<file path="src/design/vector_pkg.sv">
//--------------------------------------
// Widths, I/O port map and constants of the
// memory and port subsystem. The Covox lock
// is far shorter than on the real machine.
//--------------------------------------
package vector_pkg;

	//--------------------------------------
	// Data widths
	//--------------------------------------

	// CPU side address
	typedef logic [15:0] cpu_addr_t;

	// Page number in 18:16, offset in 15:0
	typedef logic [18:0] ram_addr_t;

	typedef logic [7:0] byte_t;

	// 0 is the main bank, 1 to 4 the e-disk pages
	typedef logic [2:0] ed_page_t;

	// One bit per direction or button
	typedef logic [7:0] joy_t;

	// Main bank plus four e-disk pages
	localparam int RAM_DEPTH = 5 * 65536;

	//--------------------------------------
	// I/O port map
	//--------------------------------------
	localparam byte_t PORT_EDISK    = 8'h10;
	// 0x04 sets one mode bit, 0x05 loads the register
	localparam byte_t PORT_JOY_CTRL = 8'h04;
	localparam byte_t PORT_JOY_SEL  = 8'h06;
	localparam byte_t PORT_VOX      = 8'h07;
	localparam byte_t PORT_JOY_A    = 8'h0E;
	localparam byte_t PORT_JOY_B    = 8'h0F;

	//--------------------------------------
	// Misc constants
	//--------------------------------------

	// Covox writes are dropped this long after reset
	localparam int COVOX_LOCK_CYCLES = 1024;
	localparam int COVOX_TIMER_W     = $clog2(COVOX_LOCK_CYCLES + 1);

	// Floating bus value for unmapped ports
	localparam byte_t IO_IDLE_DATA = 8'hFF;

endpackage

</file>
<file path="src/design/mem_bus_if.sv">
//--------------------------------------
// One requester's RAM port. Valid holds with a
// stable request until ready; read data comes
// back with rvalid one cycle after the grant.
//--------------------------------------
`timescale 1ns/1ps

interface mem_bus_if import vector_pkg::*; ();

	logic      valid;
	logic      ready;
	logic      we;
	ram_addr_t addr;
	byte_t     wdata;
	byte_t     rdata;
	logic      rvalid;

	// Side that issues cycles
	modport requester (
		output valid, we, addr, wdata,
		input  ready, rdata, rvalid
	);

	// Side that owns the RAM
	modport arbiter (
		input  valid, we, addr, wdata,
		output ready, rdata, rvalid
	);

endinterface

</file>
<file path="src/design/mem_arbiter.sv">
//--------------------------------------
// Fixed priority RAM arbiter, loader first.
// Ready is combinational from the loader's
// valid. Read latency is one cycle.
//--------------------------------------
`timescale 1ns/1ps

module mem_arbiter import vector_pkg::*; (
	input  logic      clk_sys,
	input  logic      reset,
	mem_bus_if.arbiter ld,
	mem_bus_if.arbiter cpu,
	output logic      ram_we_o,
	output ram_addr_t ram_addr_o,
	output byte_t     ram_wdata_o,
	input  byte_t     ram_rdata_i
);

	logic cpu_grant;
	logic ld_rd_q;
	logic cpu_rd_q;

	//--------------------------------------
	// Grant
	//--------------------------------------

	// Loader always wins, CPU waits while it is busy
	assign ld.ready  = ld.valid;
	assign cpu.ready = ~ld.valid;
	assign cpu_grant = cpu.valid & ~ld.valid;

	always_comb begin
		if (ld.valid) begin
			ram_we_o    = ld.we;
			ram_addr_o  = ld.addr;
			ram_wdata_o = ld.wdata;
		end else begin
			ram_we_o    = cpu_grant & cpu.we;
			ram_addr_o  = cpu.addr;
			ram_wdata_o = cpu.wdata;
		end
	end

	//--------------------------------------
	// Read response routing
	//--------------------------------------

	// Remember who owns the read in flight
	always_ff @(posedge clk_sys) begin
		if (reset) begin
			ld_rd_q  <= 1'b0;
			cpu_rd_q <= 1'b0;
		end else begin
			ld_rd_q  <= ld.valid & ~ld.we;
			cpu_rd_q <= cpu_grant & ~cpu.we;
		end
	end

	assign ld.rvalid  = ld_rd_q;
	assign cpu.rvalid = cpu_rd_q;

	// Shared read data, qualified by rvalid
	assign ld.rdata  = ram_rdata_i;
	assign cpu.rdata = ram_rdata_i;

endmodule

</file>
<file path="src/flat_wrapper.sv">
// flat-port wrapper written by rule: the top's interface ports become plain ports
module mem_arbiter_flat import vector_pkg::*;
  (clk_sys, reset, ram_we_o, ram_addr_o, ram_wdata_o, ram_rdata_i, ld_valid, ld_we, ld_addr, ld_wdata, ld_ready, ld_rdata, ld_rvalid, cpu_valid, cpu_we, cpu_addr, cpu_wdata, cpu_ready, cpu_rdata, cpu_rvalid);
  mem_bus_if ld_i ();
  mem_bus_if cpu_i ();
  input  logic clk_sys;
  input  logic reset;
  output logic ram_we_o;
  output ram_addr_t ram_addr_o;
  output byte_t ram_wdata_o;
  input  byte_t ram_rdata_i;
  input wire logic [$bits(ld_i.valid)-1:0] ld_valid;
  input wire logic [$bits(ld_i.we)-1:0] ld_we;
  input wire logic [$bits(ld_i.addr)-1:0] ld_addr;
  input wire logic [$bits(ld_i.wdata)-1:0] ld_wdata;
  output wire logic [$bits(ld_i.ready)-1:0] ld_ready;
  output wire logic [$bits(ld_i.rdata)-1:0] ld_rdata;
  output wire logic [$bits(ld_i.rvalid)-1:0] ld_rvalid;
  input wire logic [$bits(cpu_i.valid)-1:0] cpu_valid;
  input wire logic [$bits(cpu_i.we)-1:0] cpu_we;
  input wire logic [$bits(cpu_i.addr)-1:0] cpu_addr;
  input wire logic [$bits(cpu_i.wdata)-1:0] cpu_wdata;
  output wire logic [$bits(cpu_i.ready)-1:0] cpu_ready;
  output wire logic [$bits(cpu_i.rdata)-1:0] cpu_rdata;
  output wire logic [$bits(cpu_i.rvalid)-1:0] cpu_rvalid;
  assign ld_i.valid = ld_valid;
  assign ld_i.we = ld_we;
  assign ld_i.addr = ld_addr;
  assign ld_i.wdata = ld_wdata;
  assign ld_ready = ld_i.ready;
  assign ld_rdata = ld_i.rdata;
  assign ld_rvalid = ld_i.rvalid;
  assign cpu_i.valid = cpu_valid;
  assign cpu_i.we = cpu_we;
  assign cpu_i.addr = cpu_addr;
  assign cpu_i.wdata = cpu_wdata;
  assign cpu_ready = cpu_i.ready;
  assign cpu_rdata = cpu_i.rdata;
  assign cpu_rvalid = cpu_i.rvalid;
  mem_arbiter u_core (.clk_sys(clk_sys), .reset(reset), .ld(ld_i), .cpu(cpu_i), .ram_we_o(ram_we_o), .ram_addr_o(ram_addr_o), .ram_wdata_o(ram_wdata_o), .ram_rdata_i(ram_rdata_i));
endmodule
</file>
<file path="config.mk">
export PLATFORM = sky130hd
export DESIGN_NAME = mem_arbiter_flat
export DESIGN_NICKNAME = d
export VERILOG_FILES = /design/src/design/vector_pkg.sv /design/src/design/mem_bus_if.sv /design/src/design/mem_arbiter.sv /design/src/flat_wrapper.sv
export SDC_FILE = /design/constraint.sdc
export NUM_CORES = 1
export LEC_CHECK = 0
export BUFFER_PORTS_ARGS = -buffer_cell sky130_fd_sc_hd__buf_2
export CORE_UTILIZATION = 24
export DETAILED_ROUTE_END_ITERATION = 8
export GPL_ROUTABILITY_DRIVEN = 0
export GPL_TIMING_DRIVEN = 0
export HOLD_SLACK_MARGIN = 0.1
export PLACE_DENSITY = 0.81
export SETUP_SLACK_MARGIN = 0.3
export SLEW_MARGIN = 40
export SYNTH_ARGS = -nofsm -noshare
export SYNTH_HDL_FRONTEND = slang
export SYNTH_SLANG_ARGS = --single-unit
</file>
<file path="constraint.sdc">
create_clock -name clk_sys -period 0.94 [get_ports clk_sys]
set_clock_uncertainty 0.1 [all_clocks]
set_input_delay 0.188 -clock clk_sys [delete_from_list [all_inputs] [get_ports clk_sys]]
set_output_delay 0.188 -clock clk_sys [all_outputs]
set_load 0.02 [all_outputs]
</file>
# Word level (Yosys, flattened, before mapping)

Index checks and enable logic that the tools add are counted.
Widths: inputs -> output; s select.

Multiplexer cells: 3
Bitwise logic cells: 7

Operator list:

| kind        | count |
|---|---|
| $mux 19     | 1 |
| $mux 8      | 1 |
| $and 1x1->1 | 4 |
| $not 1->1   | 3 |
| $mux 1      | 1 |

Register bits: 2
Input port bits: 68
Output and inout port bits: 48
Word-level logic and storage cells: 12

# Logic depth before layout (Yosys ltp)

Word-level depth: 4
Gate-level depth with buffers: 3
Depth with buffers taken out: 2

# Worst setup path before layout

No wires, ideal clock.

Kind: in2out
Start: input port ld_valid
End: output port ram_we_o
Arrival: 0.807 ns
Slack: -0.155 ns
Stages: 2
Path buffers: 1
Cell sequence: buf_6 -> o21ai_0

Word-level cells in the longest chain between the ends: 4

Ends and longest elaborated chain:

| element     | RTL line           | RTL |
|---|---|---|
| from (decl) | flat_wrapper.sv:12 | `input wire logic [$bits(ld_i.valid)-1:0] ld_valid;` |
| $not 1->1   | mem_arbiter.sv:30  | `assign cpu_grant = cpu.valid & ~ld.valid;` |
| $and 1x1->1 | mem_arbiter.sv:30  |  |
| $and 1x1->1 | mem_arbiter.sv:38  | `ram_we_o = cpu_grant & cpu.we;` |
| $mux 1 *    | mem_arbiter.sv:33  | `if (ld.valid) begin` |
| to (decl)   | flat_wrapper.sv:8  | `output logic ram_we_o;` |

Every way passes the cells marked *; elsewhere a longest branch is shown, timed or not.

# Worst setup path in the final report

Start: input port ld_valid
End: output port ram_wdata_o[0]

Word-level cells in the longest chain between the ends: 1

Ends and longest elaborated chain:

| element   | RTL line           | RTL |
|---|---|---|
| $mux 8    | mem_arbiter.sv:33  |  |
| to (decl) | flat_wrapper.sv:10 | `output byte_t ram_wdata_o;` |

Every way passes these cells.

==> impl_metrics.py <==
metrics = {
    "critical_path": {
        "worstPathArrival_ns": 0.90,
        "crit_type": "in2out",
        "cp_max_fo": 7,
        "crit_path_frequent_cell": "buf_12",
        "critPathLaunch": "ld_valid",
        "crit_chain": "buf_12 -> buf_12 -> mux2_4 -> buf_6",
        "end_kind": "primary output",
        "cpPeakStageDelay_ns": 0.30,
        "cp_data_required_time_ns": 0.65,
        "startpoint_type": "primary input",
        "critPathSlowestCell": "mux2_4",
    },
    "yosys": {
        "async_reset_ff_frac": 0,
        "synth_area_leaders": "mux2_2 (56%), buf_4 (23%), dfxtp_1 (7.3%), buf_6 (6.2%), nor4b_2 (2.7%)",
        "syn_nets": 123,
        "synth.cell_area_sq_um": 547,
        "ys.flop_type": "dfxtp_1",
        "synth.avg_cell_area_sq_um": 9.94,
        "yosysTopAreaCell": "mux2_2",
        "ys_seq_area_frac": 0.0732,
        "yosysMostFrequentCell": "mux2_2",
        "synthCells": 55,
        "synth_cell_types": 9,
        "synth_edf_count": 0,
        "ys.warnings.count": 0,
        "synth_seq_cells": 2,
        "synth_top_area_frac": 0.556,
        "synthTopCellsByCount": "mux2_2 (27), buf_4 (17), buf_6 (3)",
    },
    "final_layout": {
        "diodes": 0,
        "multi_input_area_sq_um": 472,
        "drive_gt1_frac": 0.994,
        "nNetsFinal": 241,
        "fin_cells": 198,
        "area.sequential_sq_um": 42.5,
        "syn2layout_area_growth_pct": 226,
        "fill_cells": 110,
    },
    "grt": {
        "grt_use_total": 0.224,
        "grt.overflow.total": 0,
        "grt_busiest_layer": "met2",
        "antenna_found_initial": 0,
        "grt_max_degree": 8,
        "use_met2": 0.477,
        "grt_pass1_wl_um": 4210,
        "gr-usage-met1": 0.210,
        "grt_pass1_vias": 930,
        "use_met3": 0.0463,
    },
    "timing": {
        "hold_viol_final": 0,
        "slew_headroom": 0.889,
        "finalWorstSetupSlack_ns": -0.245,
        "grt_setup_unrepaired": "yes",
        "finalSetupViolCount": 31,
        "min_period_over_period": 1.26,
        "fmax_ghz": 0.844,
        "finalMaxSlewViolations": 0,
        "whs_ns": 0.0542,
        "fin_crit_ns": 1.18,
        "final.setup.tns_ns": -6.56,
        "worst_pin_slew_ns": 0.166,
    },
    "placed_design": {
        "port_buffers": 107,
        "dp.cells": 189,
        "preCtsSetupSlack_ns": -0.392,
    },
    "hold_path": {
        "worstHoldStart": "ld_we",
        "hold_path_class": "in2reg",
        "holdPathStages": 2,
    },
    "route": {
        "dr.pass1.iters": 3,
        "drc_errors": 0,
        "wl_per_cell_um": 14.7,
        "drt_iter0_markers": 2,
        "vias_per_cell": 4.44,
        "vias": 880,
        "ant_nets": 0,
        "routed_wl_um": 2910,
    },
    "die": {
        "die_h_um": 49.7,
        "fp-row-count": 16,
        "die_w_um": 49.7,
        "dieArea_sq_um": 2470,
        "ios": 116,
        "core_area_sq_um": 2040,
        "start_util": 0.268,
    },
    "power_and_ir_drop": {
        "p_total_mw": 1.34,
        "ir_worst_vdd_v": 0.000601,
        "leakage_nw": 0.987,
        "power.density_nw_per_um2": 749,
    },
    "outcome": {
        "status": "finished with violations",
        "violations": "setup timing",
    },
    "clocking": {
        "cts_buffer_depth": 2,
        "ctsHtreeMaxLevel": 1,
        "tritoncts.num_buffers": 3,
        "cts_tree": "built",
        "ctsRootBufferMaster": "clkbuf_4",
        "cts_sinks": 2,
        "cts.clk_slew.worst_paths_ns": 0.04,
    },
    "flow_run": {
        "max-cap-violations": 0,
    },
}
[per-layer routing]
metal	vias up	share of wire
li1	408	-
met1	398	0.34
met2	71	0.55
met3	3	0.095
met4	0	0.011
met5	-	0
[sequential cells by signal (all words and copies together) (netlist names)]
signal and count:
u_core.cpu.rvalid 1, u_core.ld.rvalid 1
[worst max-delay path, delay by kind of cell]
kind | cells | cell delay, ns
buffers and inverters | 3 | 0.40
multiplexers | 1 | 0.30
[stage by stage]
stage          cell area (sq um)  utilization
6_report                    1780        0.873
5_1_grt                     1780        0.873
4_1_cts                     1760        0.860
3_5_place_dp                1250        0.613
3_3_place_gp                1250        0.613
2_1_floorplan                683            -
[cell usage in the layout (no fill, tap or decap)]
| master | count |
|---|---|
| buf_2 | 58 |
| clkbuf_4 | 3 |
| o21ai_4 | 1 |
| inv_6 | 1 |
| buf_6 | 66 |
| buf_4 | 2 |
| nand2_1 | 1 |
| buf_16 | 2 |
| nor4b_4 | 1 |
| mux2_4 | 27 |
| buf_12 | 5 |
| nor3_4 | 1 |
| nand2_2 | 1 |
| dfxtp_2 | 2 |
[area by class of cell]
| cell class | instances | share of cell area |
|---|---|---|
| Clock buffer | 3 | 0.0126 |
| Sequential cell | 2 | 0.0239 |
| Multi-Input combinational cell | 32 | 0.265 |
| Timing Repair Buffer | 113 | 0.536 |
| Inverter | 1 | 0.00491 |
| Buffer | 20 | 0.139 |
| Tap cell | 27 | 0.0189 |
[worst paths after layout]
path | to | slack, ns
worst max-delay path | ram_wdata_o[0] | -0.24
worst min-delay path | u_core.ld.rvalid$_SDFF_PP0_ | 0.05
[power breakdown]
group	internal, mW	switching, mW
Sequential	0.0888	0.00154
Clock	0.143	0.0755
Combinational	0.623	0.403
Total	0.855	0.480
[cell families after synthesis]
family / after synthesis / synth area share
AOI/OAI and AO/OA: 1 / 0.00914
buffers and inverters: 21 / 0.302
DFF: 2 / 0.0732
muxes: 27 / 0.556
and+or+nand+nor: 4 / 0.0595
[what timing repair did]
item	4_1_cts	5_1_grt
hold endpoints to repair	2	2
gates cloned	2	0
pin swaps	2	1
setup endpoints to repair	50	50
resized for setup	122	3
setup buffers	3	1
Note: power is estimated with default switching activity, not from simulation.
