===== src/design/vector_pkg.sv =====
//--------------------------------------
// Widths, I/O port map and constants of the
// memory and port subsystem. The Covox lock
// is far shorter than on the real machine.
//--------------------------------------
package vector_pkg;

	//--------------------------------------
	// Data widths
	//--------------------------------------

	// CPU side address
	typedef logic [15:0] cpu_addr_t;

	// Page number in 18:16, offset in 15:0
	typedef logic [18:0] ram_addr_t;

	typedef logic [7:0] byte_t;

	// 0 is the main bank, 1 to 4 the e-disk pages
	typedef logic [2:0] ed_page_t;

	// One bit per direction or button
	typedef logic [7:0] joy_t;

	// Main bank plus four e-disk pages
	localparam int RAM_DEPTH = 5 * 65536;

	//--------------------------------------
	// I/O port map
	//--------------------------------------
	localparam byte_t PORT_EDISK    = 8'h10;
	// 0x04 sets one mode bit, 0x05 loads the register
	localparam byte_t PORT_JOY_CTRL = 8'h04;
	localparam byte_t PORT_JOY_SEL  = 8'h06;
	localparam byte_t PORT_VOX      = 8'h07;
	localparam byte_t PORT_JOY_A    = 8'h0E;
	localparam byte_t PORT_JOY_B    = 8'h0F;

	//--------------------------------------
	// Misc constants
	//--------------------------------------

	// Covox writes are dropped this long after reset
	localparam int COVOX_LOCK_CYCLES = 1024;
	localparam int COVOX_TIMER_W     = $clog2(COVOX_LOCK_CYCLES + 1);

	// Floating bus value for unmapped ports
	localparam byte_t IO_IDLE_DATA = 8'hFF;

endpackage


===== src/design/mem_bus_if.sv =====
//--------------------------------------
// One requester's RAM port. Valid holds with a
// stable request until ready; read data comes
// back with rvalid one cycle after the grant.
//--------------------------------------
`timescale 1ns/1ps

interface mem_bus_if import vector_pkg::*; ();

	logic      valid;
	logic      ready;
	logic      we;
	ram_addr_t addr;
	byte_t     wdata;
	byte_t     rdata;
	logic      rvalid;

	// Side that issues cycles
	modport requester (
		output valid, we, addr, wdata,
		input  ready, rdata, rvalid
	);

	// Side that owns the RAM
	modport arbiter (
		input  valid, we, addr, wdata,
		output ready, rdata, rvalid
	);

endinterface


===== src/design/cpu_bus_mapper.sv =====
//--------------------------------------
// Splits CPU cycles into RAM and I/O paths.
// Holds the e-disk register at port 0x10.
// Only one read response is ever in flight.
//--------------------------------------
`timescale 1ns/1ps

module cpu_bus_mapper import vector_pkg::*; (
	input  logic      clk_sys,
	input  logic      reset,
	input  logic      cpu_valid_i,
	input  logic      cpu_io_i,
	input  logic      cpu_we_i,
	input  logic      cpu_stack_i,
	input  cpu_addr_t cpu_addr_i,
	input  byte_t     cpu_wdata_i,
	output logic      cpu_ready_o,
	output byte_t     cpu_rdata_o,
	output logic      cpu_rvalid_o,
	mem_bus_if.requester mem,
	output logic      io_valid_o,
	output logic      io_we_o,
	output byte_t     io_port_o,
	output byte_t     io_wdata_o,
	input  byte_t     io_rdata_i,
	input  logic      io_rvalid_i
);

	byte_t    ed_reg;
	ed_page_t ed_page;
	logic     edisk_sel;
	logic     edisk_acc;
	logic     edisk_rd_q;

	// Page select for one memory cycle
	function automatic ed_page_t map_page(input byte_t ed, input cpu_addr_t a,
		input logic stack);
		logic win;
		win = a[15] & ((a[14] ^ a[13]) | (ed[7] & a[14] & a[13])
			| (ed[6] & ~a[14] & ~a[13]));
		if (ed[4] && stack) begin
			map_page = ed_page_t'(ed[3:2]) + 3'd1;
		end else if (ed[5] && win) begin
			map_page = ed_page_t'(ed[1:0]) + 3'd1;
		end else begin
			map_page = '0;
		end
	endfunction

	//--------------------------------------
	// Memory path
	//--------------------------------------
	assign ed_page   = map_page(ed_reg, cpu_addr_i, cpu_stack_i);
	assign mem.valid = cpu_valid_i & ~cpu_io_i;
	assign mem.we    = cpu_we_i;
	assign mem.addr  = {ed_page, cpu_addr_i};
	assign mem.wdata = cpu_wdata_i;

	// I/O never stalls
	assign cpu_ready_o = cpu_io_i ? 1'b1 : mem.ready;

	//--------------------------------------
	// I/O path
	//--------------------------------------
	assign io_port_o  = cpu_addr_i[7:0];
	assign edisk_sel  = (io_port_o == PORT_EDISK);
	assign edisk_acc  = cpu_valid_i & cpu_io_i & edisk_sel;
	assign io_valid_o = cpu_valid_i & cpu_io_i & ~edisk_sel;
	assign io_we_o    = cpu_we_i;
	assign io_wdata_o = cpu_wdata_i;

	// New mapping is used from the next cycle on
	always_ff @(posedge clk_sys) begin
		if (reset) begin
			ed_reg     <= '0;
			edisk_rd_q <= 1'b0;
		end else begin
			if (edisk_acc && cpu_we_i) begin
				ed_reg <= cpu_wdata_i;
			end
			// Port 0x10 is write only
			edisk_rd_q <= edisk_acc & ~cpu_we_i;
		end
	end

	//--------------------------------------
	// Response merge
	//--------------------------------------
	assign cpu_rvalid_o = mem.rvalid | io_rvalid_i | edisk_rd_q;

	always_comb begin
		if (mem.rvalid) begin
			cpu_rdata_o = mem.rdata;
		end else if (io_rvalid_i) begin
			cpu_rdata_o = io_rdata_i;
		end else begin
			cpu_rdata_o = IO_IDLE_DATA;
		end
	end

endmodule


===== src/flat_wrapper.sv =====
// flat-port wrapper written by rule: the top's interface ports become plain ports
module cpu_bus_mapper_flat import vector_pkg::*;
  (clk_sys, reset, cpu_valid_i, cpu_io_i, cpu_we_i, cpu_stack_i, cpu_addr_i, cpu_wdata_i, cpu_ready_o, cpu_rdata_o, cpu_rvalid_o, io_valid_o, io_we_o, io_port_o, io_wdata_o, io_rdata_i, io_rvalid_i, mem_valid, mem_we, mem_addr, mem_wdata, mem_ready, mem_rdata, mem_rvalid);
  mem_bus_if mem_i ();
  input  logic clk_sys;
  input  logic reset;
  input  logic cpu_valid_i;
  input  logic cpu_io_i;
  input  logic cpu_we_i;
  input  logic cpu_stack_i;
  input  cpu_addr_t cpu_addr_i;
  input  byte_t cpu_wdata_i;
  output logic cpu_ready_o;
  output byte_t cpu_rdata_o;
  output logic cpu_rvalid_o;
  output logic io_valid_o;
  output logic io_we_o;
  output byte_t io_port_o;
  output byte_t io_wdata_o;
  input  byte_t io_rdata_i;
  input  logic io_rvalid_i;
  output wire logic [$bits(mem_i.valid)-1:0] mem_valid;
  output wire logic [$bits(mem_i.we)-1:0] mem_we;
  output wire logic [$bits(mem_i.addr)-1:0] mem_addr;
  output wire logic [$bits(mem_i.wdata)-1:0] mem_wdata;
  input wire logic [$bits(mem_i.ready)-1:0] mem_ready;
  input wire logic [$bits(mem_i.rdata)-1:0] mem_rdata;
  input wire logic [$bits(mem_i.rvalid)-1:0] mem_rvalid;
  assign mem_valid = mem_i.valid;
  assign mem_we = mem_i.we;
  assign mem_addr = mem_i.addr;
  assign mem_wdata = mem_i.wdata;
  assign mem_i.ready = mem_ready;
  assign mem_i.rdata = mem_rdata;
  assign mem_i.rvalid = mem_rvalid;
  cpu_bus_mapper u_core (.clk_sys(clk_sys), .reset(reset), .cpu_valid_i(cpu_valid_i), .cpu_io_i(cpu_io_i), .cpu_we_i(cpu_we_i), .cpu_stack_i(cpu_stack_i), .cpu_addr_i(cpu_addr_i), .cpu_wdata_i(cpu_wdata_i), .cpu_ready_o(cpu_ready_o), .cpu_rdata_o(cpu_rdata_o), .cpu_rvalid_o(cpu_rvalid_o), .mem(mem_i), .io_valid_o(io_valid_o), .io_we_o(io_we_o), .io_port_o(io_port_o), .io_wdata_o(io_wdata_o), .io_rdata_i(io_rdata_i), .io_rvalid_i(io_rvalid_i));
endmodule

===== config.mk =====
export PLATFORM = sky130hd
export DESIGN_NAME = cpu_bus_mapper_flat
export DESIGN_NICKNAME = d
export VERILOG_FILES = /design/src/design/vector_pkg.sv /design/src/design/mem_bus_if.sv /design/src/design/cpu_bus_mapper.sv /design/src/flat_wrapper.sv
export SDC_FILE = /design/constraint.sdc
export NUM_CORES = 1
export LEC_CHECK = 0
export BUFFER_PORTS_ARGS = -buffer_cell sky130_fd_sc_hd__buf_4
export CAP_MARGIN = 10
export CORE_MARGIN = 2
export CORE_UTILIZATION = 25
export DETAILED_ROUTE_END_ITERATION = 10
export MAX_ROUTING_LAYER = met4
export PLACE_DENSITY = 0.64
export SLEW_MARGIN = 15
export SYNTH_ARGS = -nofsm -noshare
export SYNTH_HDL_FRONTEND = slang
export SYNTH_SLANG_ARGS = --single-unit
export TNS_END_PERCENT = 50

===== constraint.sdc =====
create_clock -name clk_sys -period 1.1 [get_ports clk_sys]
set_input_delay 0 -clock clk_sys [delete_from_list [all_inputs] [get_ports clk_sys]]
set_output_delay 0 -clock clk_sys [all_outputs]
set_load 0.02 [all_outputs]

* Word-level counts from Yosys, hierarchy flattened
Index checks and enable logic that the tools add are counted.
** Word-level totals
- Memories kept :: 0
- Bits in writable memories :: 0
- Bits in registers :: 9
- Logic and storage cells :: 33
- ROM bits :: 0
- Input bits :: 49
- Latch bits :: 0
- Output and inout port bits :: 57
** Cells by class
- Multiplexer cells :: 5
- Equality and inequality tests :: 1
- Shift operators :: 0
- Add/sub/neg operators :: 2
- Bitwise logic cells :: 20
- Div/mod/pow operators :: 0
- $lt $le $gt $ge :: 0
- Reductions and logical operators :: 3
- Multipliers :: 0
** Operators with widths (number)
- 8-bit 2-to-1 mux :: 2
- 1-bit bitwise AND :: 10
- 8-bit by 5-bit equality test with 1-bit output, second input constant :: 1
- 2-bit by 1-bit adder with 3-bit output, second input constant :: 2
- 3-bit 2-to-1 mux :: 2
- 1-bit inverter :: 5
- 1-bit bitwise OR :: 4
- 1-bit logical AND :: 3
- 1-bit 2-to-1 mux :: 1
- 1-bit bitwise XOR :: 1

* Logic depth before layout (Yosys ltp)
- Word-level depth :: 8
- Mapped depth :: 3
- Mapped depth without buffers :: 3

* Worst setup path after synthesis
No wires, ideal clock.
- Kind :: register -> output
- From :: register u_core.ed_reg[0]
- To :: output mem_addr[17]
- Required time :: 1.100 ns
- Data arrival time :: 1.079 ns
- Path buffers :: 0
- Stages on the path, launching flop included :: 4
- Slack :: 0.021 ns
- Cells stage by stage :: dfxtp_1 ha_1 nand2_1 o21ai_0
** On the way
- Word-level cells in the longest chain between the ends :: 3
** Ends and longest elaborated chain
- start, declared :: RTL line cpu_bus_mapper.sv:29 : byte_t ed_reg;
- start signal, assigned :: RTL line cpu_bus_mapper.sv:79 : ed_reg <= cpu_wdata_i;
- 2-bit by 1-bit adder with 3-bit output :: RTL line cpu_bus_mapper.sv:44 : map_page = ed_page_t'(ed[1:0]) + 3'd1;
- 3-bit 2-to-1 mux :: RTL line cpu_bus_mapper.sv:43 : end else if (ed[5] && win) begin
- 3-bit 2-to-1 mux :: RTL line cpu_bus_mapper.sv:41 : if (ed[4] && stack) begin
- end, declared :: RTL line flat_wrapper.sv:24 : output wire logic [$bits(mem_i.addr)-1:0] mem_addr;
Every way passes these cells.

* Final worst setup path
- From :: register u_core.ed_reg[6]
- To :: output mem_addr[16]
** On the way
- Word-level cells in the longest chain between the ends :: 7
** Ends and longest elaborated chain
- 1-bit bitwise AND (2 in series) :: RTL line cpu_bus_mapper.sv:40 : | (ed[6] & ~a[14] & ~a[13]));
- 1-bit bitwise OR :: RTL line cpu_bus_mapper.sv:40
- 1-bit bitwise AND :: RTL line cpu_bus_mapper.sv:39 : win = a[15] & ((a[14] ^ a[13]) | (ed[7] & a[14] & a[13])
- 1-bit logical AND :: RTL line cpu_bus_mapper.sv:43
- 3-bit 2-to-1 mux :: RTL line cpu_bus_mapper.sv:43
- 3-bit 2-to-1 mux :: RTL line cpu_bus_mapper.sv:41
Every way passes these cells.

==> impl_metrics.ini <==
[status]
status = complete, but fails checks
violations = negative setup slack

[synthesis]
yosys_warnings = 0
synth_top_area_share_pct = 31.90
ys_ff_latch = 9
synth_top_area_cell = buf_4
yosys-top-cells-area = buf_4 (32%), dfxtp_1 (18%), nand2b_1 (11%)
syn-instance-count = 126
synth-edff-count = 0
synthDistinctLibCells = 23
syn_area_per_cell_sq_um = 7.845
ys.flop_type = dfxtp_1
async_reset_ff_share_pct = 0
synth.most_common_cell = buf_4
synth_nets = 177
synthTopCellsByCount = buf_4 (42), nand2b_1 (18), dfxtp_1 (9)
syn_area_sq_um = 988.4
ys_seq_area_share_pct = 18.23

[clock_tree]
htree_num_levels = 1
clockRootBuffer = clkbuf_8
path_clk_slew_ns = 0.04
insertion_delay_ns = 0.23
numCtsBuffers = 3
cts_buffer_depth = 2
cts_setup_buffers = 0
cts_tree = done
cts.sinks = 9

[layout]
fillerInstances = 397
drive_above_1_share_pct = 56.83
n_antenna_cell = 0
area_growth_pct = 52.53
fin_cells = 231
multi_input_area_sq_um = 465.4
ff_latch_area_sq_um = 180.2
largest_reg_flops = 8
nets = 235
finish.utilization_pct = 40.27

[die]
die_x_um = 66.88
start_util_pct = 26.40
fp.dieH_um = 66.88
rows = 22
dieArea_sq_um = 4473
core_area_sq_um = 3744
num_io_pins = 106

[timing]
finalCriticalPeriod_ns = 1.225
hold_viol = 0
period_share_pct = 111.4
drv_slew = 0
fmax_ghz = 0.8160
tightest_slew_ns = 0.3478
rsz0062_at_grt = yes
slew_headroom_pct = 76.71
skew_ns = 0
setup_viol = 3
fin_ws_ns = -0.1254

[drt]
wl_per_cell_um = 10.36
drt-initial-drc-count = 1
dr_wl_met2_um = 1146
routed_wirelength_um = 2394
top_layer = met4
dr_wl_met3_um = 336
ant_nets = 0
vias_per_cell = 4.152
route.detailed.drc = 0
drt_first_pass_iters = 4
wirelength_met1_um = 840
vias = 959

[job]
drv_cap = 0

[global_routing]
grt_usage_pct = 10.49
grt-ovfl-total = 0
grt_antenna_before_repair = 0
grt_max_degree = 18
first_global_vias = 858
grt_pass1_wl_um = 3567

[worst_setup_path]
path_class = reg2out
critical_path_arrival_ns = 1.23
startpoint_type = flip-flop
r2r_slack_ns = 0.47
setup.worst_path.end_class = primary output
crit_required_ns = 1.10
worst-path-max-fanout = 3

[place]
port_buffers = 95
placed_cells = 226
place.gp.congestion = 0.6917
dpl.hpwl_um = 2016

[min_path]
hp-class = in2out

[power]
power.density_nw_per_um2 = 810.0
max-vdd-ir-drop_mv = 0.4776
p_leak_nw = 0.8057
==> worst max-delay path: stages (launching register included) <==
cell	delay, ns
dfxtp_1	0.30
or3_1	0.32
o2111ai_2	0.10
o22ai_1	0.10
buf_4	0.17
==> power by group <==
part / internal, W / switching (W) / leakage [nW]
sequential: 0.000327 / 0.0000000782 / 0.0724
clock: 0.000252 / 0.000130 / 0.0228
combinational: 0.000260 / 0.000252 / 0.711
total: 0.000839 / 0.000382 / 0.806
==> final timing paths <==
| path | endpoint | start | cells after the start |
|---|---|---|---|
| worst min register to register | u_core.ed_reg[6]$_SDFFE_PP0P_ | u_core.ed_reg[6]$_SDFFE_PP0P_ | 2 |
| worst min-delay path | mem_addr[12] | cpu_addr_i[12] | 0 |
| worst max register to register | u_core.ed_reg[4]$_SDFFE_PP0P_ | u_core.ed_reg[4]$_SDFFE_PP0P_ | 2 |
| worst max-delay path | mem_addr[16] | u_core.ed_reg[6]$_SDFFE_PP0P_ | 4 |
==> layout by cell type, fill, tap and decap left out <==
master | netlist | routed
and2_1 | 1 | 1
nor3_1 | 1 | 1
nand4_4 | 1 | 1
nand3_1 | 3 | 3
inv_1 | 7 | 7
a21oi_1 | 8 | 8
clkbuf_8 | 0 | 3
a21boi_1 | 1 | 1
o22ai_1 | 1 | 1
o2111ai_2 | 0 | 1
nor4_4 | 1 | 1
dfxtp_1 | 9 | 9
mux2i_1 | 8 | 8
or2_2 | 1 | 1
o21ai_1 | 0 | 2
nor2_1 | 8 | 8
nand2_1 | 4 | 4
buf_4 | 42 | 96
dlygate4sd3_1 | 0 | 1
nor4b_4 | 1 | 1
nor2b_1 | 2 | 2
or3_1 | 2 | 2
clkbuf_1 | 2 | 1
ha_1 | 2 | 2
nand2b_1 | 18 | 18
==> metrics by stage <==
| step | setup TNS (ns) | setup WS, ns | power (W) | hold slack, ns | instance area (sq um) |
|---|---|---|---|---|---|
| floorplan | 0 | 0.02128 | 0.0006622 | 0.07747 | 988.4 |
| global placement | -0.06323 | -0.02226 | 0.0008437 | 0.0002364 | 1446 |
| detailed placement | -0.1100 | -0.04292 | 0.0008467 | 0.0002364 | 1446 |
| CTS | -0.4041 | -0.1575 | 0.001242 | 0.0002364 | 1508 |
| global route | -0.5325 | -0.1844 | 0.001296 | 0.00005533 | 1508 |
| finish | -0.3450 | -0.1254 | 0.001221 | 0.000008852 | 1508 |
==> final cells by class <==
class / count / share of cell area [%]
timing repair buffer: 97 / 48.46
multi-input combinational: 66 / 30.87
sequential: 9 / 11.95
tap: 48 / 3.983
clock buffer: 4 / 2.988
inverter: 7 / 1.743
==> cell families after synthesis <==
family / share of synthesized area, %
buffers and inverters: 35.32
and+or+nand+nor: 28.48
muxes: 8.102
adders and majority gates: 2.531
AOI/OAI and AO/OA: 7.343
DFF: 18.23
==> what timing repair did <==
action,in CTS,in global routing
pin swaps,4,1
hold buffers,1,0
hold endpoints to repair,1,0
resized for setup,3,0
endpoints found under the setup margin,3,3
==> per-layer routing <==
metal / vias up / GRT usage [%]
met1: 403 / 9.899
li1: 484 / -
met4: 0 / 5.102
met3: 13 / 2.365
met5: - / -
met2: 59 / 19.88
Power figures use the tool's default switching activity.
