File: src/design/vector_pkg.sv
//--------------------------------------
// Widths, I/O port map and constants of the
// memory and port subsystem. The Covox lock
// is far shorter than on the real machine.
//--------------------------------------
package vector_pkg;

	//--------------------------------------
	// Data widths
	//--------------------------------------

	// CPU side address
	typedef logic [15:0] cpu_addr_t;

	// Page number in 18:16, offset in 15:0
	typedef logic [18:0] ram_addr_t;

	typedef logic [7:0] byte_t;

	// 0 is the main bank, 1 to 4 the e-disk pages
	typedef logic [2:0] ed_page_t;

	// One bit per direction or button
	typedef logic [7:0] joy_t;

	// Main bank plus four e-disk pages
	localparam int RAM_DEPTH = 5 * 65536;

	//--------------------------------------
	// I/O port map
	//--------------------------------------
	localparam byte_t PORT_EDISK    = 8'h10;
	// 0x04 sets one mode bit, 0x05 loads the register
	localparam byte_t PORT_JOY_CTRL = 8'h04;
	localparam byte_t PORT_JOY_SEL  = 8'h06;
	localparam byte_t PORT_VOX      = 8'h07;
	localparam byte_t PORT_JOY_A    = 8'h0E;
	localparam byte_t PORT_JOY_B    = 8'h0F;

	//--------------------------------------
	// Misc constants
	//--------------------------------------

	// Covox writes are dropped this long after reset
	localparam int COVOX_LOCK_CYCLES = 1024;
	localparam int COVOX_TIMER_W     = $clog2(COVOX_LOCK_CYCLES + 1);

	// Floating bus value for unmapped ports
	localparam byte_t IO_IDLE_DATA = 8'hFF;

endpackage

File: src/design/io_ports.sv
//--------------------------------------
// Joystick ports and the Covox DAC latch.
// Reads are registered, one cycle latency.
// Covox writes are lost until the lock
// timer has run out after reset.
//--------------------------------------
`timescale 1ns/1ps

module io_ports import vector_pkg::*; (
	input  logic  clk_sys,
	input  logic  reset,
	input  logic  io_valid_i,
	input  logic  io_we_i,
	input  byte_t io_port_i,
	input  byte_t io_wdata_i,
	input  joy_t  joy_a_i,
	input  joy_t  joy_b_i,
	output byte_t io_rdata_o,
	output logic  io_rvalid_o,
	output byte_t audio_o
);

	logic  wr;
	logic  rd;
	logic  ctrl_sel;
	byte_t joy_mode;
	byte_t joy_a_port;
	byte_t joy_b_port;
	byte_t joy_sel_port;
	joy_t  joy_or;
	byte_t vox_port;
	byte_t rd_mux;
	byte_t rdata_q;
	logic  rvalid_q;
	byte_t vox_sample;
	logic [COVOX_TIMER_W-1:0] vox_timer;

	// Port layout of one stick, active low.
	// Bits 5:4 end up as 1 after the inversion
	function automatic byte_t joy_reorder(input joy_t j);
		joy_reorder = ~{j[5], j[4], 2'b00, j[2], j[3], j[1], j[0]};
	endfunction

	assign wr       = io_valid_i & io_we_i;
	assign rd       = io_valid_i & ~io_we_i;
	assign ctrl_sel = (io_port_i[7:1] == PORT_JOY_CTRL[7:1]);

	//--------------------------------------
	// Joystick mode register
	//--------------------------------------
	always_ff @(posedge clk_sys) begin
		if (reset) begin
			joy_mode <= '0;
		end else if (wr && ctrl_sel) begin
			if (io_port_i[0]) begin
				joy_mode <= io_wdata_i;
			end else if (!io_wdata_i[7]) begin
				// Single bit set or clear
				joy_mode[io_wdata_i[3:1]] <= io_wdata_i[0];
			end
		end
	end

	//--------------------------------------
	// Read data
	//--------------------------------------
	assign joy_a_port = joy_reorder(joy_a_i);
	assign joy_b_port = joy_reorder(joy_b_i);
	assign joy_or     = joy_a_i | joy_b_i;
	assign vox_port   = {joy_or[3], joy_or[0], joy_or[2], joy_or[1],
		joy_or[4], joy_or[5], 2'b00};

	always_comb begin
		case (joy_mode[6:5])
			2'b00:   joy_sel_port = joy_a_port & joy_b_port;
			2'b01:   joy_sel_port = joy_a_port;
			2'b10:   joy_sel_port = joy_b_port;
			default: joy_sel_port = 8'hFF;
		endcase
	end

	always_comb begin
		if (ctrl_sel) begin
			rd_mux = '0;
		end else begin
			case (io_port_i)
				PORT_JOY_SEL: rd_mux = joy_sel_port;
				PORT_VOX:     rd_mux = vox_port;
				PORT_JOY_A:   rd_mux = joy_a_port;
				PORT_JOY_B:   rd_mux = joy_b_port;
				default:      rd_mux = IO_IDLE_DATA;
			endcase
		end
	end

	always_ff @(posedge clk_sys) begin
		if (rd) begin
			rdata_q <= rd_mux;
		end
	end

	always_ff @(posedge clk_sys) begin
		if (reset) begin
			rvalid_q <= 1'b0;
		end else begin
			rvalid_q <= rd;
		end
	end

	assign io_rdata_o  = rdata_q;
	assign io_rvalid_o = rvalid_q;

	//--------------------------------------
	// Covox
	//--------------------------------------
	always_ff @(posedge clk_sys) begin
		if (reset) begin
			vox_timer  <= COVOX_TIMER_W'(COVOX_LOCK_CYCLES);
			vox_sample <= '0;
		end else begin
			if (vox_timer != '0) begin
				vox_timer <= vox_timer - 1'b1;
			end
			if (wr && io_port_i == PORT_VOX && vox_timer == '0) begin
				vox_sample <= io_wdata_i;
			end
		end
	end

	assign audio_o = vox_sample;

endmodule

File: config.mk
export PLATFORM = sky130hd
export DESIGN_NAME = io_ports
export DESIGN_NICKNAME = d
export VERILOG_FILES = /design/src/design/vector_pkg.sv /design/src/design/io_ports.sv
export SDC_FILE = /design/constraint.sdc
export NUM_CORES = 1
export LEC_CHECK = 0
export ABC_AREA = 1
export BUFFER_PORTS_ARGS = -buffer_cell sky130_fd_sc_hd__buf_2
export CAP_MARGIN = 20
export CORE_MARGIN = 2
export CORE_UTILIZATION = 56
export DETAILED_ROUTE_END_ITERATION = 8
export PLACE_DENSITY = 0.92
export SLEW_MARGIN = 20
export SYNTH_ARGS = -nofsm -noshare
export SYNTH_HDL_FRONTEND = slang
export SYNTH_SLANG_ARGS = --single-unit
File: constraint.sdc
create_clock -name clk_sys -period 4.5 [get_ports clk_sys]
set_clock_uncertainty 0.1 [all_clocks]
set_input_delay 1.35 -clock clk_sys [delete_from_list [all_inputs] [get_ports clk_sys]]
set_output_delay 1.35 -clock clk_sys [all_outputs]
set_load 0.05 [all_outputs]
Word-level counts from Yosys, hierarchy flattened
Index checks and enable logic that the tools add are counted.
{"block": "totals", "reg_bits": 36, "latchBits": 0, "mem_bits_rw": 0, "rom_bits": 0, "elab_cells": 38, "mem_count": 0}
{"block": "classes", "addsub": 1, "mul": 0, "div": 0, "magnitude_cmp": 2, "eq_ne": 8, "n_shift": 0, "n_mux": 7, "bitwise": 7, "reduce_logical": 8}
{"op": "$pmux W8 S4", "count": 1}
{"op": "$pmux W8 S3", "count": 1}
{"op": "$eq A8 B3 Y1 const B", "count": 2}
{"op": "$eq A8 B4 Y1 const B", "count": 2}
{"op": "$mux W8", "count": 2}
{"op": "$not A8 Y8", "count": 2}
{"op": "$logic_not A11 Y1", "count": 1}
{"op": "$reduce_bool A11 Y1", "count": 1}
{"op": "$sub A11 B1 Y11 const B", "count": 1}
{"op": "$and A8 B8 Y8", "count": 1}
{"op": "$bwmux W8", "count": 1}
{"op": "$eq A7 B2 Y1 const B", "count": 1}
{"op": "$or A6 B6 Y6", "count": 1}
{"op": "$logic_and A1 B1 Y1", "count": 4}
{"op": "$lt A3 B4 Y1 const B", "count": 1}
{"op": "$demux W1 S3", "count": 1}
{"op": "$ge A3 B1 Y1 const B", "count": 1}
{"op": "$and A1 B1 Y1", "count": 2}
{"op": "$eq A2 B1 Y1 const B", "count": 1}
{"op": "$eq A2 B2 Y1 const B", "count": 1}
{"op": "$logic_not A2 Y1", "count": 1}
{"op": "$ne A2 B2 Y1 const B", "count": 1}
{"op": "$reduce_and A2 Y1", "count": 1}
{"op": "$mux W1", "count": 1}
{"op": "$not A1 Y1", "count": 1}

Longest topological paths before layout
Gate-level depths: netlist of the first run.
{"block": "logic_depth", "depth_word": 7, "depth_mapped": 8, "mapped_depth_nobuf": 8}

Worst setup path after synthesis of the first run
No wires, ideal clock.
{"block": "synth_timing", "path_type": "input to register", "startpoint": "in io_port_i[0]", "endpoint": "reg rdata_q[0] (netlist: io_rdata_o[0]), data pin", "setup_ns": 0.264, "t_arrival_ns": 2.020, "t_required_ns": 4.136, "slack_ns": 2.116, "cell_stages": 8, "path_buffers": 0, "cell_sequence": "inv_2 nand2_1 nor2_2 nand2_1 nand2_1 nor2_1 nor2_1 nor2_1"}
{"block": "synth_between", "elab_chain_cells": 2}
{"item": "start: declaration", "line": "io_ports.sv:14", "text": "input byte_t io_port_i,"}
{"item": "$eq A8 B4 Y1 or $eq A8 B3 Y1 (tied branches)", "line": "io_ports.sv:86", "text": "case (io_port_i)"}
{"item": "$pmux W8 S4 *", "line": "io_ports.sv:86"}
{"item": "end signal: assignment", "line": "io_ports.sv:98", "text": "rdata_q <= rd_mux;"}
{"item": "end: declaration", "line": "io_ports.sv:33", "text": "byte_t rdata_q;"}
Every way passes the cells marked *; elsewhere a longest branch is shown, timed or not.
A chain may end at the register's enable or synchronous reset.

Final worst setup path of the first run
{"block": "layout_timing", "startpoint": "in io_port_i[4]", "endpoint": "reg rdata_q[7] (netlist: io_rdata_o[7]), data pin"}
{"block": "layout_between", "elab_chain_cells": 2}
{"item": "$eq A8 B4 Y1 or $eq A8 B3 Y1 (tied branches)", "line": "io_ports.sv:86"}
{"item": "$pmux W8 S4", "line": "io_ports.sv:86"}
Parallel ways exist; a longest one is shown, timed or not.

==> results by group, run 1 <==
Route
  • WL final: between 4000 and 5000 µm
  • Drt first pass iters: 5
  • Antenna-violating nets left: 0
  • Vias: 1899
  • Via density: about 5
  • Drt initial violations: between 80 and 90
  • Wire per inst: around 11 µm
  • Number of remaining DRC errors: 0

Worst setup path
  • Worst-path maximum fanout: 28
  • Startpoint types: input pin
  • CP Capture Point: io_rdata_o[7]
  • Delay-heaviest family, CP: simple AND/OR/NAND/NOR gates
  • Critical path startpoint: io_port_i[4]
  • Levels on crit path: 7
  • Crit path DAT: between 2000 and 3000 ps
  • R2r setup slk: approximately 2900 ps
  • Kind of critical path: in2reg
  • Max incr delay on CP: ~450 ps
  • CP max stage cell: nor2_4
  • R2R Path Start: vox_timer[0]
  • R2r worst-path depth: 7
  • Worst Path Required: around 4500 ps
  • Reg2reg end: audio_o[5]
  • CP bufs+invs: 2
  • Kind of end point of the critical path: register
  • CP Cell Sequence: buf_2 > inv_2 > nand2_1 > nor2_4 > nand2_2 > nand3_1 > a21oi_1

Clock network
  • CTS root buf: clkbuf_4
  • Clock Sink Count: 30
  • Post-CTS setup buffers: 0
  • H-tree depth: 2
  • Clock-pin slew on the worst setup and hold paths: 100 ps
  • Max clock buf depth: 2
  • CTS Hold Bufs: 0
  • Num CTS Buffers: 5
  • CTS tree: done
  • Post-CTS sizing: 0
  • Skew-Pair Late Insertion Delay: between 300 and 400 ps

Timing
  • Hold Violations, Final: 0
  • Tcrit/Tclk final: 0.575
  • Final Critical Period: about 2600 ps
  • Measured slew at the worst slew-check pin: between 600 and 700 ps
  • Fin. max-slew vios: 0
  • RSZ-0062 raised after global routing: no
  • Final worst slack: ~1900 ps
  • Rel. slew slack: 0.576
  • Sum of negative setup slack: 0 ps
  • Endpoints failing setup: 0
  • Max frequency: 387 MHz

Global routing
  • Grt total ovfl: 0
  • Largest net degree at the start of global routing: 29
  • Number of global-route vias before repair: ~1600
  • Initial antenna violation count: 0
  • First-pass GRT wire length: ~6200 µm
  • GRT Overall Usage: 0.221

Worst hold path
  • Worst min path class: reg2reg

Pwr
  • Worst vdd ir: 0.000299 V
  • P per Cell Area: ~420 mW/mm²
  • P_leak: 1.18 nW
  • Tot Pwr: 0.954 mW

Logic synthesis
  • Mapped Nets: around 320
  • Synth Instances: 280
  • Sequential share of the synthesized area: 0.361
  • Post-Syn Area per Cell: 6.74 µm²
  • Synth warnings: 0
  • Distinct cells, synth: 29
  • Synth Register Bits: 30
  • Area of the mapped netlist: 0.00189 mm²
  • Top_reg_cell synth: dfxtp_1
  • Post-synth EDFFs: 8
  • Asr flop ratio synth: 0

Flow run
  • Max cap viols: 0

Die
  • Num rows: 21
  • Core area: 0.00328 mm²
  • Die Width: ~62 µm
  • Die height: between 60 and 70 µm
  • Starting Density: 0.575
  • IO Count: between 50 and 60
  • DIE AREA: 0.00385 mm²

Final layout
  • Nets@finish: ~370
  • Layout area overhead: 20.4%
  • Fraction of layout cells with a size suffix above 1: 0.253
  • Final std cells w/o fill: 378
  • ANT cells: 0
  • Most common cell after layout, fill and taps aside: nand2_1
  • Most frequent cells in the layout: nand2_1 (64), buf_2 (48), nor2_1 (42), nand3_1 (38), inv_1 (34)

Placement
  • Detailed Place HPWL: roughly 3100 µm
  • Setup WS pre-CTS: 1590 ps
  • Placed Cells: between 300 and 400
  • Buffers added on ports: 48
  • GP Congestion: between 0.8 and 0.9

Outcome
  • Status: completed
==> Yosys cell counts, drive strengths merged (3+ instances only) <==
cell type / n / area (µm²)
xnor2: 3 / 26.3
nor3: 7 / 51.3
o21ai: 4 / 20.0
buf: 3 / 20.0
nand3: 38 / 190
nor2: 57 / 277
inv: 42 / 158
nand3b: 7 / 52.6
nand2: 67 / 259
edfxtp: 8 / 240
a21oi: 6 / 30.0
dfxtp: 22 / 440
==> flip-flops by register name (all words and copies together) (netlist names) <==
register,cells
joy_mode,2
io_rvalid_o,1
vox_timer,11
audio_o,8
io_rdata_o,8
==> area by class of cell <==
| cell class | count | area, µm² |
|---|---|---|
| multi-input combinational | 204 | 1030 |
| clock inverter | 2 | 60.1 |
| timing repair buffer | 48 | 240 |
| fill | 281 | 1010 |
| sequential | 30 | 681 |
| clock buffer | 6 | 51.3 |
| tap | 46 | 57.6 |
| inverter | 42 | 158 |
==> worst register-to-register path: stages, from the launching register on <==
cell and delay (ps):
dfxtp_1 330, inv_1 130, ha_1 220, nand3_1 130
nor3_4 340, nand3_1 130, nand2_1 90, nor2_1 40
==> per-stage QoR <==
step | instance area, µm² | hold slack [ps] | utilization
floorplan | 1890 | 355 | -
global placement | 2160 | 359 | 0.658
detailed placement | 2160 | 372 | 0.658
CTS | 2270 | 394 | 0.692
global route | 2270 | 418 | 0.692
finish | 2270 | 388 | 0.692
==> where the power goes <==
| part | leakage, nW | switching, mW | internal [mW] |
|---|---|---|---|
| Combinational | 0.855 | 0.197 | 0.116 |
| Sequential | 0.267 | 0.0371 | 0.318 |
| Clock | 0.0585 | 0.0971 | 0.188 |
| Total | 1.18 | 0.332 | 0.623 |
==> layer usage <==
| layer | up-vias | global-route usage | share of wire |
|---|---|---|---|
| li1 | 994 | - | - |
| met1 | 823 | 0.261 | 0.44 |
| met2 | 72 | 0.378 | 0.47 |
| met3 | 10 | 0.0538 | 0.072 |
| met4 | 0 | 0.100 | 0.022 |
| met5 | - | 0 | 0 |
==> worst min path at each step <==
stage            startpoint            to  slack [ps]  depth (start not counted)
2_1_floorplan  vox_timer[0]  vox_timer[0]         360                          2
3_3_place_gp     audio_o[7]    audio_o[7]         360                          2
3_5_place_dp     audio_o[0]    audio_o[0]         370                          2
4_1_cts          audio_o[3]    audio_o[3]         390                          2
5_1_grt          audio_o[1]    audio_o[1]         420                          2
6_report         audio_o[1]    audio_o[1]         390                          2
==> logic make-up (layout without fill, tap and decap cells) <==
group | after synthesis | count (layout) | synth area share
and+or+nand+nor | 180 | 180 | 0.454
buffers and inverters | 46 | 98 | 0.0961
DFF | 30 | 30 | 0.361
AOI/OAI and AO/OA | 17 | 17 | 0.0530
xor gates and xnor gates | 5 | 5 | 0.0232
adders and majority gates | 2 | 2 | 0.0133
Power figures use the tool's default switching activity.
==> run 2, diff against run 1 <==
CORE_UTILIZATION = 52   (was 56)
PLACE_DENSITY = 0.87   (was 0.92)
clock period = 2.4 ns   (was 4.5 ns; I/O delays follow)
==> results by group, run 2 (synthesis gave the netlist of run 1 again) <==
Timing
  • Fin. max-slew vios: 0
  • Max frequency: between 500 and 600 MHz
  • Sum of negative setup slack: 0 ps
  • Endpoints failing setup: 0
  • Hold Violations, Final: 0
  • RSZ-0062 raised after global routing: no
  • Final Critical Period: roughly 1800 ps
  • Rel. slew slack: 0.624
  • Measured slew at the worst slew-check pin: between 500 and 600 ps
  • Tcrit/Tclk final: 0.742
  • Final hold slack: 389 ps

Die
  • DIE AREA: 0.00413 mm²
  • Core area: approximately 0.0034 mm²
  • Die height: between 60 and 70 µm
  • IO Count: 53
  • Num rows: 21
  • Starting Density: 0.553
  • Die Width: around 64 µm

Clock network
  • CTS tree: done
  • Skew-Pair Late Insertion Delay: around 340 ps
  • H-tree depth: 2
  • Max clock buf depth: 2
  • Post-CTS setup buffers: 0
  • CTS Hold Bufs: 0
  • Num CTS Buffers: 5
  • Post-CTS sizing: 0
  • Clock Sink Count: 30
  • CTS root buf: clkbuf_4
  • Clock-pin slew on the worst setup and hold paths: 100 ps

Final layout
  • Most common cell after layout, fill and taps aside: nand2_1
  • Fraction of layout cells with a size suffix above 1: 0.257
  • Layout area overhead: 19.2%
  • Nets@finish: ~370
  • Biggest register: vox_timer
  • Largest register FFs: 11
  • ANT cells: 0
  • Most frequent cells in the layout: nand2_1 (64), buf_2 (48), nor2_1 (42), nand3_1 (38), inv_1 (34)

Global routing
  • GRT Overall Usage: 0.219
  • First-pass GRT wire length: just over 7000 µm
  • Grt total ovfl: 0
  • Initial antenna violation count: 0
  • Number of global-route vias before repair: 1725
  • Largest net degree at the start of global routing: 17

Route
  • Drt initial violations: 82
  • Via density: roughly 5
  • Drt first pass iters: 4
  • Vias: around 1900
  • Number of remaining DRC errors: 0
  • Wire per inst: about 11 µm
  • Antenna-violating nets left: 0
  • WL final: around 4000 µm

Worst setup path
  • Delay-heaviest family, CP: flip-flops
  • Crit path DAT: around 960 ps
  • CP max stage cell: dfxtp_1
  • Worst Path Required: between 1500 and 2000 ps
  • Startpoint types: register
  • Kind of critical path: reg2out
  • Worst-path maximum fanout: 2
  • Kind of end point of the critical path: output port
  • Max incr delay on CP: approximately 350 ps
  • CP Cell Sequence: buf_2
  • CP bufs+invs: 1

Flow run
  • Max cap viols: 0

Pwr
  • P per Cell Area: around 700 mW/mm²
  • P_leak: 1.18 nW
  • Worst vdd ir: approximately 0.00050 V

Outcome
  • Status: completed

Placement
  • Buffers added on ports: between 40 and 50
  • Detailed Place HPWL: between 3000 and 4000 µm
  • GP Congestion: just over 0.8

Worst hold path
  • Worst min path class: reg2reg
## run 2: worst paths after layout
path                      from    endpoint  slack, ps  cells after the start
setup / recovery    audio_o[3]  audio_o[3]        620                      1
hold / removal      audio_o[5]  audio_o[5]        390                      2
setup reg to reg  vox_timer[0]  audio_o[1]        800                      7
hold reg to reg     audio_o[5]  audio_o[5]        390                      2
## run 2: final cells by class
cell class                      count  area [µm²]
Fill cell                         308        1170
Multi-Input combinational cell    204        1030
Sequential cell                    30         681
Timing Repair Buffer               50         255
Inverter                           42         158
Clock buffer                        6        62.6
Tap cell                           46        57.6
Clock inverter                      2        10.0
## run 2: metrics by stage
stage / power (mW) / std cells / util / setup WS, ps / area, µm²
after floorplan: 1.14 / 280 / - / 646 / 1890
after global placement: 1.23 / 372 / 0.637 / 367 / 2180
after detailed placement: 1.25 / 372 / 0.637 / 363 / 2180
after CTS: 1.61 / 380 / 0.659 / 606 / 2250
after global routing: 1.73 / 380 / 0.659 / 529 / 2250
final: 1.60 / 380 / 0.659 / 619 / 2250
## run 2: power breakdown
group | leakage, nW | switching (mW) | total, mW | internal (mW)
logic | 0.866 | 0.359 | 0.578 | 0.219
registers | 0.267 | 0.0690 | 0.666 | 0.597
clock network | 0.0431 | 0.181 | 0.355 | 0.174
## run 2: routing by layer
metal | vias up | track usage | wire length, µm
li1 | 999 | - | -
met1 | 830 | 0.268 | 1820
met2 | 51 | 0.382 | 1900
met3 | 6 | 0.0423 | 242
met4 | 0 | 0.0798 | 64
met5 | - | 0 | 0
==> run 3, diff against run 2 <==
clock period = 1.69 ns   (was 2.4 ns; I/O delays follow)
==> results by group, run 3 (synthesis gave the netlist of run 1 again) <==
Final layout
  • ANT cells: 0
  • Largest register FFs: 11
  • Layout area overhead: 23.0%
  • Final std cells w/o fill: between 300 and 400
  • Final Cell Area: ~0.0023 mm²
  • Most common cell after layout, fill and taps aside: nand2_1
  • Most frequent cells in the layout: nand2_1 (64), buf_2 (48), nor2_1 (42), nand3_1 (38), inv_1 (33)
  • Final Util: 0.680
  • Filler cell count: 300
  • Register area: around 680 µm²
  • Fraction of layout cells with a size suffix above 1: 0.285
  • Biggest register: vox_timer
  • Nets@finish: 381
  • Multi-input logic area: about 0.0010 mm²

Pwr
  • P_leak: ~1.2 nW
  • Worst vdd ir: between 0.0007 and 0.0008 V
  • P per Cell Area: 974 mW/mm²
  • Tot Pwr: approximately 2.3 mW

Die
  • Die height: around 64 µm
  • Die Width: roughly 64 µm
  • Num rows: 21
  • Core area: roughly 0.0034 mm²
  • IO Count: 53
  • DIE AREA: around 0.0041 mm²
  • Starting Density: 0.553

Worst hold path
  • Hold wc startpoint: io_we_i
  • Worst min path class: in2reg
  • Worst Hold End: io_rvalid_o
  • Hold Crit Depth: 2

Timing
  • Tcrit/Tclk final: 0.935
  • Final worst slack: 110 ps
  • Measured slew at the worst slew-check pin: between 400 and 500 ps
  • Max frequency: 633 MHz
  • Hold Violations, Final: 0
  • Rel. slew slack: 0.722
  • Final Critical Period: roughly 1600 ps
  • Final hold slack: 268 ps
  • Sum of negative setup slack: 0 ps
  • RSZ-0062 raised after global routing: no
  • Fin. max-slew vios: 0
  • Endpoints failing setup: 0

Worst setup path
  • Startpoint types: register
  • CP bufs+invs: 1
  • Kind of critical path: reg2out
  • Reg2reg end: audio_o[7]
  • Kind of end point of the critical path: output port
  • CP Cell Sequence: buf_2
  • R2r worst-path depth: 7
  • Worst Path Required: between 1000 and 1500 ps
  • Worst-path maximum fanout: 2
  • R2R Path Start: vox_timer[1]
  • Max incr delay on CP: between 300 and 400 ps
  • CP max stage cell: dfxtp_1
  • Crit path DAT: 970 ps
  • Delay-heaviest family, CP: flip-flops
  • R2r setup slk: 130 ps

Clock network
  • CTS root buf: clkbuf_4
  • Num CTS Buffers: 5
  • Skew-Pair Late Insertion Delay: between 300 and 400 ps
  • Post-CTS sizing: 0
  • Clock-pin slew on the worst setup and hold paths: 90 ps
  • Post-CTS setup buffers: 0
  • H-tree depth: 2
  • Clock Sink Count: 30
  • Max clock buf depth: 2
  • CTS tree: done
  • CTS Hold Bufs: 0

Global routing
  • Largest net degree at the start of global routing: 16
  • Initial antenna violation count: 0
  • GRT Overall Usage: 0.225
  • Number of global-route vias before repair: ~1800
  • Grt total ovfl: 0
  • First-pass GRT wire length: 7290 µm

Placement
  • Setup WS pre-CTS: -96.8 ps
  • Detailed Place HPWL: roughly 3200 µm
  • Placed Cells: roughly 380
  • GP Congestion: 0.840
  • Cell Area, Placed: 0.00225 mm²
  • Buffers added on ports: 48

Flow run
  • Max cap viols: 0

Route
  • Via density: approximately 5
  • Vias: roughly 1900
  • Number of remaining DRC errors: 0
  • Drt first pass iters: 4
  • Drt initial violations: 118
  • Wire per inst: 10.4 µm
  • Antenna-violating nets left: 0
  • WL final: approximately 4100 µm

Outcome
  • Status: completed
-- run 3: worst max path at each step --
stage / start / end / slack (ps) / cells after the start
6_report: audio_o[4] / audio_o[4] / 110 / 1
5_1_grt: vox_timer[1] / audio_o[7] / 6 / 7
4_1_cts: vox_timer[0] / audio_o[4] / 70 / 8
3_5_place_dp: io_port_i[7] / io_rdata_o[3] / -100 / 9
3_3_place_gp: io_port_i[7] / io_rdata_o[6] / -60 / 9
2_1_floorplan: io_port_i[0] / io_rdata_o[0] / 150 / 8
-- run 3: power by group --
group          switching, mW  leakage (nW)  internal (mW)  total, mW
logic                  0.519         0.929          0.324      0.843
registers              0.102         0.267          0.848      0.950
clock network          0.270        0.0386          0.201      0.470
total                  0.891          1.23           1.37       2.26
-- run 3: layout make-up --
type	instances	area share
repair buffers	60	0.142
clock buffers	6	0.0221
flip-flops and latches	30	0.293
inverters	42	0.0679
clock inverters	2	0.00485
well taps	46	0.0248
multi-input cells	204	0.445
-- run 3: metal layers --
metal | part of all wire | global-route usage | vias to the layer above
met2 | 0.47 | 0.396 | 55
li1 | - | - | 1024
met5 | 0 | 0 | -
met4 | 0.021 | 0.0931 | 0
met3 | 0.066 | 0.0511 | 8
met1 | 0.44 | 0.263 | 812
